===== src/switchPkg.sv =====
/*
 * Shared widths, slot geometry and word types for the two-port packet switch.
 * Every RTL block and the testbench import this package.
 */
`default_nettype none

package switchPkg;

    localparam int dataWidth = 32;
    localparam int slotCount = 4;

    // Raise this to allow longer packets; index widths follow
    localparam int maxPayload = 15;
    localparam int wordsPerSlot = maxPayload + 1;

    localparam int slotIdxW = $clog2(slotCount);
    localparam int wordIdxW = $clog2(wordsPerSlot);
    localparam int lenW = 8;

    // Destination id routed to PortA, everything else goes to PortB
    localparam logic [7:0] portAId = 8'd0;

    typedef struct packed {
        logic [7:0] dest;
        logic [lenW-1:0] length;
        logic [15:0] tag;
    } headerFields;

    // Header view and raw view of the same stream word
    typedef union packed {
        headerFields hdr;
        logic [dataWidth-1:0] raw;
    } pktWord;

    typedef enum logic [1:0] {
        idle,
        header,
        payload,
        done
    } senderState;

endpackage

`default_nettype wire


===== src/pktClassifier.sv =====
/*
 * Input side of the switch. Picks the destination port from the header,
 * numbers the words of each packet for the port buffer and issues the
 * commit with the length-corrected header on the last word.
 */
`timescale 1ns/1ps
`default_nettype none

module pktClassifier (
    input  logic clk,
    input  logic nrst,
    input  logic sop,
    input  logic eop,
    input  logic inValid,
    input  switchPkg::pktWord portIn,
    output logic wrEnA,
    output logic wrEnB,
    output logic commitA,
    output logic commitB,
    output logic [switchPkg::wordIdxW-1:0] wrWord,
    output switchPkg::pktWord wrData,
    output switchPkg::pktWord hdrData
);
    import switchPkg::*;

    // Low while waiting for a header, high inside a packet
    logic inPkt;
    logic selA;
    logic [wordIdxW-1:0] wordCnt;
    pktWord hdrHeld;

    logic destIsA;
    logic startHdr;
    logic wrActive;
    logic selNow;
    logic lastWord;

    assign destIsA = (portIn.hdr.dest == portAId);
    assign startHdr = !inPkt && inValid && sop;
    assign wrActive = startHdr || (inPkt && inValid);

    // Header decides directly, later words use the latched choice
    assign selNow = inPkt ? selA : destIsA;
    assign lastWord = wrActive && eop;

    assign wrEnA = wrActive && selNow;
    assign wrEnB = wrActive && !selNow;
    assign commitA = lastWord && selNow;
    assign commitB = lastWord && !selNow;

    assign wrWord = inPkt ? wordCnt : '0;
    assign wrData = portIn;

    // Index of the eop word equals the payload count
    always_comb begin
        hdrData = inPkt ? hdrHeld : portIn;
        hdrData.hdr.length = inPkt ? {{(lenW - wordIdxW){1'b0}}, wordCnt} : '0;
    end

    always_ff @(posedge clk) begin
        if (!nrst) begin
            inPkt <= 1'b0;
            selA <= 1'b0;
            wordCnt <= '0;
        end else if (startHdr) begin
            selA <= destIsA;
            wordCnt <= wordIdxW'(1);
            // Header-only packets finish on the same word
            inPkt <= !eop;
        end else if (inPkt && inValid) begin
            if (eop) begin
                inPkt <= 1'b0;
            end else begin
                wordCnt <= wordCnt + 1'b1;
            end
        end
    end

    always_ff @(posedge clk) begin
        if (startHdr) begin
            hdrHeld <= portIn;
        end
    end

endmodule

`default_nettype wire


===== src/pktStore.sv =====
/*
 * Packet buffer for one output port. Holds up to four whole packets in
 * arrival order and hands the oldest one to the port sender.
 */
`timescale 1ns/1ps
`default_nettype none

module pktStore (
    input  logic clk,
    input  logic nrst,
    input  logic wrEn,
    input  logic [switchPkg::wordIdxW-1:0] wrWord,
    input  switchPkg::pktWord wrData,
    input  logic commit,
    input  switchPkg::pktWord hdrData,
    input  logic [switchPkg::wordIdxW-1:0] rdWord,
    input  logic releasePkt,
    output switchPkg::pktWord rdData,
    output logic pktAvail,
    output logic ready
);
    import switchPkg::*;

    pktWord mem [slotCount][wordsPerSlot];

    logic [slotIdxW-1:0] wrSlot;
    logic [slotIdxW-1:0] rdSlot;
    logic [slotIdxW:0] occupancy;
    logic [slotIdxW:0] occNext;

    always_comb begin
        case ({commit, releasePkt})
            2'b10: occNext = occupancy + 1'b1;
            2'b01: occNext = occupancy - 1'b1;
            default: occNext = occupancy;
        endcase
    end

    always_ff @(posedge clk) begin
        if (!nrst) begin
            wrSlot <= '0;
            rdSlot <= '0;
            occupancy <= '0;
            ready <= 1'b0;
        end else begin
            if (commit) begin
                wrSlot <= wrSlot + 1'b1;
            end
            if (releasePkt) begin
                rdSlot <= rdSlot + 1'b1;
            end
            occupancy <= occNext;
            ready <= (occNext != (slotIdxW + 1)'(slotCount));
        end
    end

    // Patched header lands after the raw one on a header-only packet
    always_ff @(posedge clk) begin
        if (wrEn) begin
            mem[wrSlot][wrWord] <= wrData;
        end
        if (commit) begin
            mem[wrSlot][0] <= hdrData;
        end
    end

    assign rdData = mem[rdSlot][rdWord];
    assign pktAvail = (occupancy != '0);

endmodule

`default_nettype wire


===== src/pktSender.sv =====
/*
 * Output side of one port. Replays the oldest stored packet as a single
 * burst with valid, sop and eop, then frees its slot.
 */
`timescale 1ns/1ps
`default_nettype none

module pktSender (
    input  logic clk,
    input  logic nrst,
    input  logic pktAvail,
    input  switchPkg::pktWord rdData,
    output logic [switchPkg::wordIdxW-1:0] rdWord,
    output logic releasePkt,
    output switchPkg::pktWord data,
    output logic valid,
    output logic sop,
    output logic eop
);
    import switchPkg::*;

    senderState state;
    logic [wordIdxW-1:0] payloadLen;
    logic [wordIdxW-1:0] hdrLen;

    assign hdrLen = rdData.hdr.length[wordIdxW-1:0];
    assign releasePkt = (state == done);

    always_ff @(posedge clk) begin
        if (!nrst) begin
            state <= idle;
            rdWord <= '0;
            payloadLen <= '0;
            valid <= 1'b0;
            sop <= 1'b0;
            eop <= 1'b0;
        end else begin
            case (state)
                idle: begin
                    valid <= 1'b0;
                    sop <= 1'b0;
                    eop <= 1'b0;
                    rdWord <= '0;
                    if (pktAvail) begin
                        state <= header;
                    end
                end
                header: begin
                    valid <= 1'b1;
                    sop <= 1'b1;
                    eop <= (hdrLen == '0);
                    payloadLen <= hdrLen;
                    if (hdrLen == '0) begin
                        state <= done;
                    end else begin
                        rdWord <= wordIdxW'(1);
                        state <= payload;
                    end
                end
                payload: begin
                    valid <= 1'b1;
                    sop <= 1'b0;
                    eop <= (rdWord == payloadLen);
                    if (rdWord == payloadLen) begin
                        state <= done;
                    end else begin
                        rdWord <= rdWord + 1'b1;
                    end
                end
                done: begin
                    // Gap cycle before the next burst
                    valid <= 1'b0;
                    sop <= 1'b0;
                    eop <= 1'b0;
                    rdWord <= '0;
                    state <= idle;
                end
                default: state <= idle;
            endcase
        end
    end

    always_ff @(posedge clk) begin
        if (state == header || state == payload) begin
            data <= rdData;
        end
    end

endmodule

`default_nettype wire


===== src/switchTop.sv =====
/*
 * Two-port packet switch. The classifier steers each incoming packet into
 * the PortA or PortB buffer, and each port replays its packets on its own.
 */
`timescale 1ns/1ps
`default_nettype none

module switchTop (
    input  logic clk,
    input  logic nrst,
    input  logic sop,
    input  logic eop,
    input  logic inValid,
    input  switchPkg::pktWord portIn,
    output switchPkg::pktWord aData,
    output logic aValid,
    output logic aSop,
    output logic aEop,
    output logic aReady,
    output switchPkg::pktWord bData,
    output logic bValid,
    output logic bSop,
    output logic bEop,
    output logic bReady
);
    import switchPkg::*;

    logic wrEnA;
    logic wrEnB;
    logic commitA;
    logic commitB;
    logic [wordIdxW-1:0] wrWord;
    pktWord wrData;
    pktWord hdrData;

    logic [wordIdxW-1:0] rdWordA;
    logic [wordIdxW-1:0] rdWordB;
    pktWord rdDataA;
    pktWord rdDataB;
    logic pktAvailA;
    logic pktAvailB;
    logic releaseA;
    logic releaseB;

    pktClassifier uClassifier (
        .clk(clk), .nrst(nrst),
        .sop(sop), .eop(eop), .inValid(inValid), .portIn(portIn),
        .wrEnA(wrEnA), .wrEnB(wrEnB),
        .commitA(commitA), .commitB(commitB),
        .wrWord(wrWord), .wrData(wrData), .hdrData(hdrData)
    );

    // PortA path
    pktStore uStoreA (
        .clk(clk), .nrst(nrst),
        .wrEn(wrEnA), .wrWord(wrWord), .wrData(wrData),
        .commit(commitA), .hdrData(hdrData),
        .rdWord(rdWordA), .releasePkt(releaseA),
        .rdData(rdDataA), .pktAvail(pktAvailA), .ready(aReady)
    );

    pktSender uSenderA (
        .clk(clk), .nrst(nrst),
        .pktAvail(pktAvailA), .rdData(rdDataA),
        .rdWord(rdWordA), .releasePkt(releaseA),
        .data(aData), .valid(aValid), .sop(aSop), .eop(aEop)
    );

    // PortB path
    pktStore uStoreB (
        .clk(clk), .nrst(nrst),
        .wrEn(wrEnB), .wrWord(wrWord), .wrData(wrData),
        .commit(commitB), .hdrData(hdrData),
        .rdWord(rdWordB), .releasePkt(releaseB),
        .rdData(rdDataB), .pktAvail(pktAvailB), .ready(bReady)
    );

    pktSender uSenderB (
        .clk(clk), .nrst(nrst),
        .pktAvail(pktAvailB), .rdData(rdDataB),
        .rdWord(rdWordB), .releasePkt(releaseB),
        .data(bData), .valid(bValid), .sop(bSop), .eop(bEop)
    );

endmodule

`default_nettype wire


===== config.mk =====
export PLATFORM = sky130hd
export DESIGN_NAME = switchTop
export DESIGN_NICKNAME = d
export VERILOG_FILES = /design/src/switchPkg.sv /design/src/pktClassifier.sv /design/src/pktStore.sv /design/src/pktSender.sv /design/src/switchTop.sv
export SDC_FILE = /design/constraint.sdc
export NUM_CORES = 2
export LEC_CHECK = 0
export BUFFER_PORTS_ARGS = -buffer_cell sky130_fd_sc_hd__buf_4
export CAP_MARGIN = 25
export CORE_MARGIN = 2
export CORE_UTILIZATION = 53
export DETAILED_ROUTE_END_ITERATION = 12
export GPL_TIMING_DRIVEN = 1
export MAX_ROUTING_LAYER = met4
export PLACE_DENSITY = 0.77
export SLEW_MARGIN = 20
export SYNTH_ARGS = -nofsm -noshare
export SYNTH_HDL_FRONTEND = slang
export SYNTH_SLANG_ARGS = --single-unit

===== constraint.sdc =====
create_clock -name clk -period 10.4 [get_ports clk]
set_input_delay 0.52 -clock clk [delete_from_list [all_inputs] [get_ports clk]]
set_output_delay 0.52 -clock clk [all_outputs]
set_load 0.01 [all_outputs]

* After elaboration in Yosys (flattened, before gate mapping) *
Memory sizes are Yosys's and may differ from the RTL's. A register that Yosys moved wholly into a read port is not among the register bits.
Index checks and enable logic that the tools add are counted.

operators by class
  $add $sub $neg = 11
  $lt $le $gt $ge = 4
  equal/unequal tests = 23
  multiplexer cells = 116
  bitwise logic cells = 69
  reduce and logical (&&, ||, !) cells = 38

operators with widths
  kind                   number
  $mux W512              2
  $bmux W32 S4           2
  $mux W32               6
  $demux W32 S4          1
  $mux W1                79
  $or A1 B1 Y1           64
  $mux W4                6
  $pmux W4 S3            2
  $mux W2                8
  $pmux W2 S4            2
  $ge A5 B5 Y1 const B   3
  $not A4 Y5             3
  $reduce_and A2 Y1      7
  $add A4 B1 Y4 const B  3
  $eq A2 B2 Y1 const B   6
  $ne A2 B2 Y1 const B   6
  $pmux W3 S2            2
  $reduce_or A2 Y1       5
  $logic_and A1 B1 Y1    9
  $add A2 B1 Y2 const B  4
  $eq A2 B1 Y1 const B   4
  $eq A4 B4 Y1           2
  $logic_not A4 Y1       2
  $logic_not A8 Y1       1
  14 further kinds       32

word-level totals
  bits in registers = 144
  memory bits (writable) = 4,096
  input bits = 37
  output and inout bits = 72
  logic and storage cells = 290
  memories kept = 2

memories
  name         depth  bits a word  read ports  clocked after Yosys merged registers in  write ports  line            source
  uStoreA.mem  4      512          1           1                                        1            pktStore.sv:24  pktWord mem [slotCount][wordsPerSlot];
  uStoreB.mem  4      512          1           1                                        1            pktStore.sv:24

* Longest topological paths before layout *
  depth in word-level cells = 9
  gate-level depth with buffers = 13
  depth with buffers taken out = 12

* By module *
A second synthesis with hierarchy kept.

second synthesis, totals
  cell total of the unflattened synthesis = 7,229
  area total of the unflattened synthesis = 162,490.8 µm²

modules (own cells, without submodules)
  module               instances  cells each  area an instance (µm²)  sequential area each (µm²)
  pktStore at uStoreB  1          3,455       78,821.8                61,699.2
  pktStore at uStoreA  1          3,413       78,652.9                61,699.2
  pktSender            2          109         1,661.6                 1,221.2
  pktClassifier        1          143         1,692.9                 840.8

* Worst setup path before layout *
No wires, ideal clock.

  path kind = register to register
  start point = register (tool-made name)
  end point = register uSenderA.data[10] (netlist bit) (data pin)
  setup time = 0.272 ns
  arrival time = 3.004 ns
  required time = 10.128 ns
  path slack = 7.124 ns
  stages on the path, launching flop included = 8
  buffers on the path = 4
  period minus slack after synthesis = 3.276 ns
  cells stage by stage = dfxtp_1 buf_2 buf_2 buf_2 buf_1 mux4_2 mux4_2 mux4_2

RTL lines
  element               line             source
  end signal, assigned  pktSender.sv:85  data <= rdData;
  end, declared         pktSender.sv:15  output switchPkg::pktWord data,

==> metrics.md <==
| Metric | Value |
|---|---|
| Seq pwr share | `0.539` |
| Synth Area in Compound Gates | `0.00484` |
| Starting DRT DRC Count | `13.3k` |
| Top Ports | `109` |
| Max Clock Freq | `0.201 GHz` |
| Psw | `7.88 mW` |
| Syn Inst Count | `6500` |
| Largest family of logic cells by synthesized area | `multiplexers` |
| Drt first pass iters | `6` |
| Dpl cells | `10.4k` |
| Post-CTS sizing | `0` |
| Cell breakdown of the critical path | `buf_4 > buf_4 > mux4_2 > o22ai_1 > nor3_1 > o22ai_1 > a211oi_1 > a2111oi_4 > mux2i_1 > or3_1` |
| Post-route setup slack | `5.44 ns` |
| Syn_nets | `6562` |
| Final ANT Viol Nets | `0` |
| Port Buf Inserts | `108` |
| Post-synthesis xor/xnor area fraction | `0.00125` |
| Setup repair bufs after CTS | `0` |
| Routed wl met2 | `213 mm` |
| Tightest Pin Transition | `1.17 ns` |
| CTS max path bufs | `4` |
| Comb pwr share | `0.064` |
| Die Width | `557 um` |
| Top cells by area, synth | `edfxtp_1, mux4_2, dfxtp_1` |
| Sink Count | `4236` |
| Layout area overhead | `11.9%` |
| Crit path max fanout | `37` |
| Status | `completed` |
| Initial antenna violation count | `43` |
| NumNets Final | `6941` |
| Worst slack, placed | `5.31 ns` |
| Clock share of power | `0.397` |
| Final setup vio count | `0` |
| Starting density of the core | `0.533` |
| Routed WL | `434 mm` |
| Skew-Pair Late Insertion Delay | `0.92 ns` |
| Synth Area in Simple Gates | `0.0117` |
| Die ar. | `310000 sq um` |
| Synth unique cells | `58` |
| M1 WL | `144 mm` |
| Final slew viol count | `0` |
| WL/cell | `38.8 um` |
| Slew Limit Headroom | `0.216` |
| Top Metal Used | `met4` |
| Drt drc | `0` |
| GP Congestion | `0.868` |
| Yosys top cell area share | `0.777` |
| Met3 routed WL | `52.4 mm` |
| Crit start category | `flop` |
| Static leakage | `54.1 nW` |
| Tmin final | `4.96 ns` |
| CTS tree | `done` |
| Cell Count, Final, Fillers Out | `11.2k` |
| Core Area | `303000 sq um` |
| Final Skew | `0.0457 ns` |
| Worst Setup End Kind | `flop` |
| Delay-heaviest family, CP | `buffers and inverters` |
| Worst Path Required | `11.19 ns` |
| Internal | `27.7 mW` |
| Crit path DAT | `5.76 ns` |
| Final Cycle Share | `0.477` |
| RSZ-0062 raised after global routing | `false` |
| Total GRT Usage | `0.289` |
| # Max-Cap Violations | `0` |
| Overflow after GRT | `0` |
| HP Class | `in2reg` |
| Syn Area/Cell | `24.9 sq um` |
| Synth warn | `0` |
| Final hold violation count | `0` |
| Global-route wire length before repair | `604 mm` |
| Sw Share | `0.222` |
| Seq/Total Area, Yosys | `0.783` |
| Synth Register Bits | `4236` |
| Row Count | `202` |
| H-Tree Level Count | `5` |
| Number of buffers created by CTS | `389` |
| Total negative setup slack | `0 ns` |
| Largest net degree at the start of global routing | `158` |
| HPWL Detailed | `224 mm` |
| Root buf cell | `clkbuf_16` |
| Post-Route Utilization | `0.597` |
| DR vias | `77.2k` |
| EDFF count, synth | `4184` |
| Critical Path Max Stage Delay | `0.87 ns` |
| Fraction of layout cells with a size suffix above 1 | `0.328` |
| Post-synthesis mux area share | `0.188` |
| IR drop worst, VDD | `0.189 mV` |
| Post-Synth Adder-Cell Area | `0.00203` |
| Vias per cell | `6.89` |
| Buf+Inv Stages, Crit Path | `2` |
| Prevailing post-synth register cell | `edfxtp_1` |
| Die height | `557 um` |
| Vias in the first global route | `77.6k` |
| Mapped Area | `162000 sq um` |
| Power Density | `196 nW/um^2` |
| Fraction of registers with async set/reset | `0` |
| Worst path slowest cell | `dfxtp_4` |
| WS Path Type | `reg2reg` |
| Synth area leader | `edfxtp_1` |
| Clk pin slew, worst setup/hold paths | `0.06 ns` |
## synthesized netlist by cell type (3+ instances only)
master        n
nand2b_1      4
nand2_1      54
o21ai_1       4
a21o_1        3
a211oi_1      8
nor2_1       59
and3_1        3
o221ai_1      4
xor2_1       10
o2bb2ai_1     3
o21a_1        6
mux2_2       53
nand3b_1      4
and2_1      154
dfxtp_1      52
a211o_1       3
nor3_1       16
o21ai_0      17
clkbuf_1    192
or2_2         3
xnor2_1      13
a22oi_1       7
nor2b_1      22
edfxtp_1   4184
buf_6         9
a221oi_1      6
nand4_1       3
buf_1        69
inv_1        22
o22ai_1      12
buf_2        63
a22o_1        3
nand3_1      18
a21oi_1      12
a2111oi_0     3
mux4_2     1303
mux2i_1      47
ha_1         23
## area by class of cell
cell class,instances,area [sq um]
fillers,19600,122000
repair buffers,322,3030
multi-input cells,1907,33800
clock inverters,213,2030
clock buffers,488,10300
flip-flops and latches,4236,127000
well taps,3978,4980
diodes,34,85.1
inverters,23,86.3
## metal layers
metal,global-route usage,vias to the layer above
li1,-,28900
met1,0.360,41000
met2,0.449,6182
met3,0.0686,1011
met4,0.143,0
met5,-,-
## logic make-up after synthesis
logic type,after synthesis
muxes,1403
adders and majority gates,25
buffers and inverters,357
xor gates and xnor gates,23
DFF,4236
AOI/OAI and AO/OA,105
and+or+nand+nor,351
## power by group through the flow
stage,combinational (mW),sequential [mW],clock [mW]
final,2.28,19.2,14.1
after global routing,2.35,19.2,14.8
after CTS,2.26,19.1,14.2
after detailed placement,2.23,19.5,0
after global placement,2.19,19.5,0
after floorplan,1.12,19.4,0
## path summary, 6_finish.rpt
path / from / to / slack [ns] / cells past startpoint
worst min-delay path: portIn[22] / uStoreB.mem[1][246] / 0.06 / 1
worst max-delay path: flop / uSenderB.rdWord[2] / 5.44 / 10
worst max register to register: flop / uSenderB.rdWord[2] / 5.44 / 10
worst min register to register: uSenderB.payloadLen[2] / uSenderB.payloadLen[2] / 0.50 / 2
## stage by stage
stage / hold slack [ns] / power, mW / cell area, sq um
floorplan: 0.471 / 20.5 / 162000
global placement: 0.483 / 21.7 / 168000
detailed placement: 0.491 / 21.7 / 168000
CTS: 0.00747 / 35.6 / 181000
global route: 0.0285 / 36.3 / 181000
finish: 0.0593 / 35.6 / 181000
## worst reg2reg max path: stages, from the launching register on
cell       delay, ns
dfxtp_4         0.87
buf_4           0.74
buf_4           0.68
mux4_2          0.60
o22ai_1         0.22
nor3_1          0.10
o22ai_1         0.24
a211oi_1        0.21
a2111oi_4       0.60
mux2i_1         0.17
or3_1           0.40
## registers in the layout, summed over array words and instances, names as in the netlist, 24 cells and up, named ones only
| signal | cells |
|---|---|
| uStoreB.mem | 2048 |
| uStoreA.mem | 2048 |
| uClassifier.hdrHeld | 24 |
| uSenderB.data | 32 |
| uSenderA.data | 32 |
## placed cells by master, fill, tap and decap left out, drive strengths merged, types with 7 or more instances in the layout
master,count
nand3,18
a22oi,7
diode,34
xnor2,13
xor2,10
mux4,1303
inv,33
nor3,16
ha,23
bufinv,34
buf,314
a211oi,9
and2,154
dlygate4sd3,7
clkbuf,488
o22ai,12
nand2,54
a21oi,12
clkinv,146
clkinvlp,23
mux2,53
nor2,59
o21ai,23
mux2i,47
a2111oi,7
nor2b,22
dfxtp,52
edfxtp,4184
## timing repair
item | in CTS | in global routing
setup endpoints to repair | 0 | 0
hold endpoints to repair | 57 | 0
hold buffers | 7 | 0
Note: power is estimated with default switching activity, not from simulation.
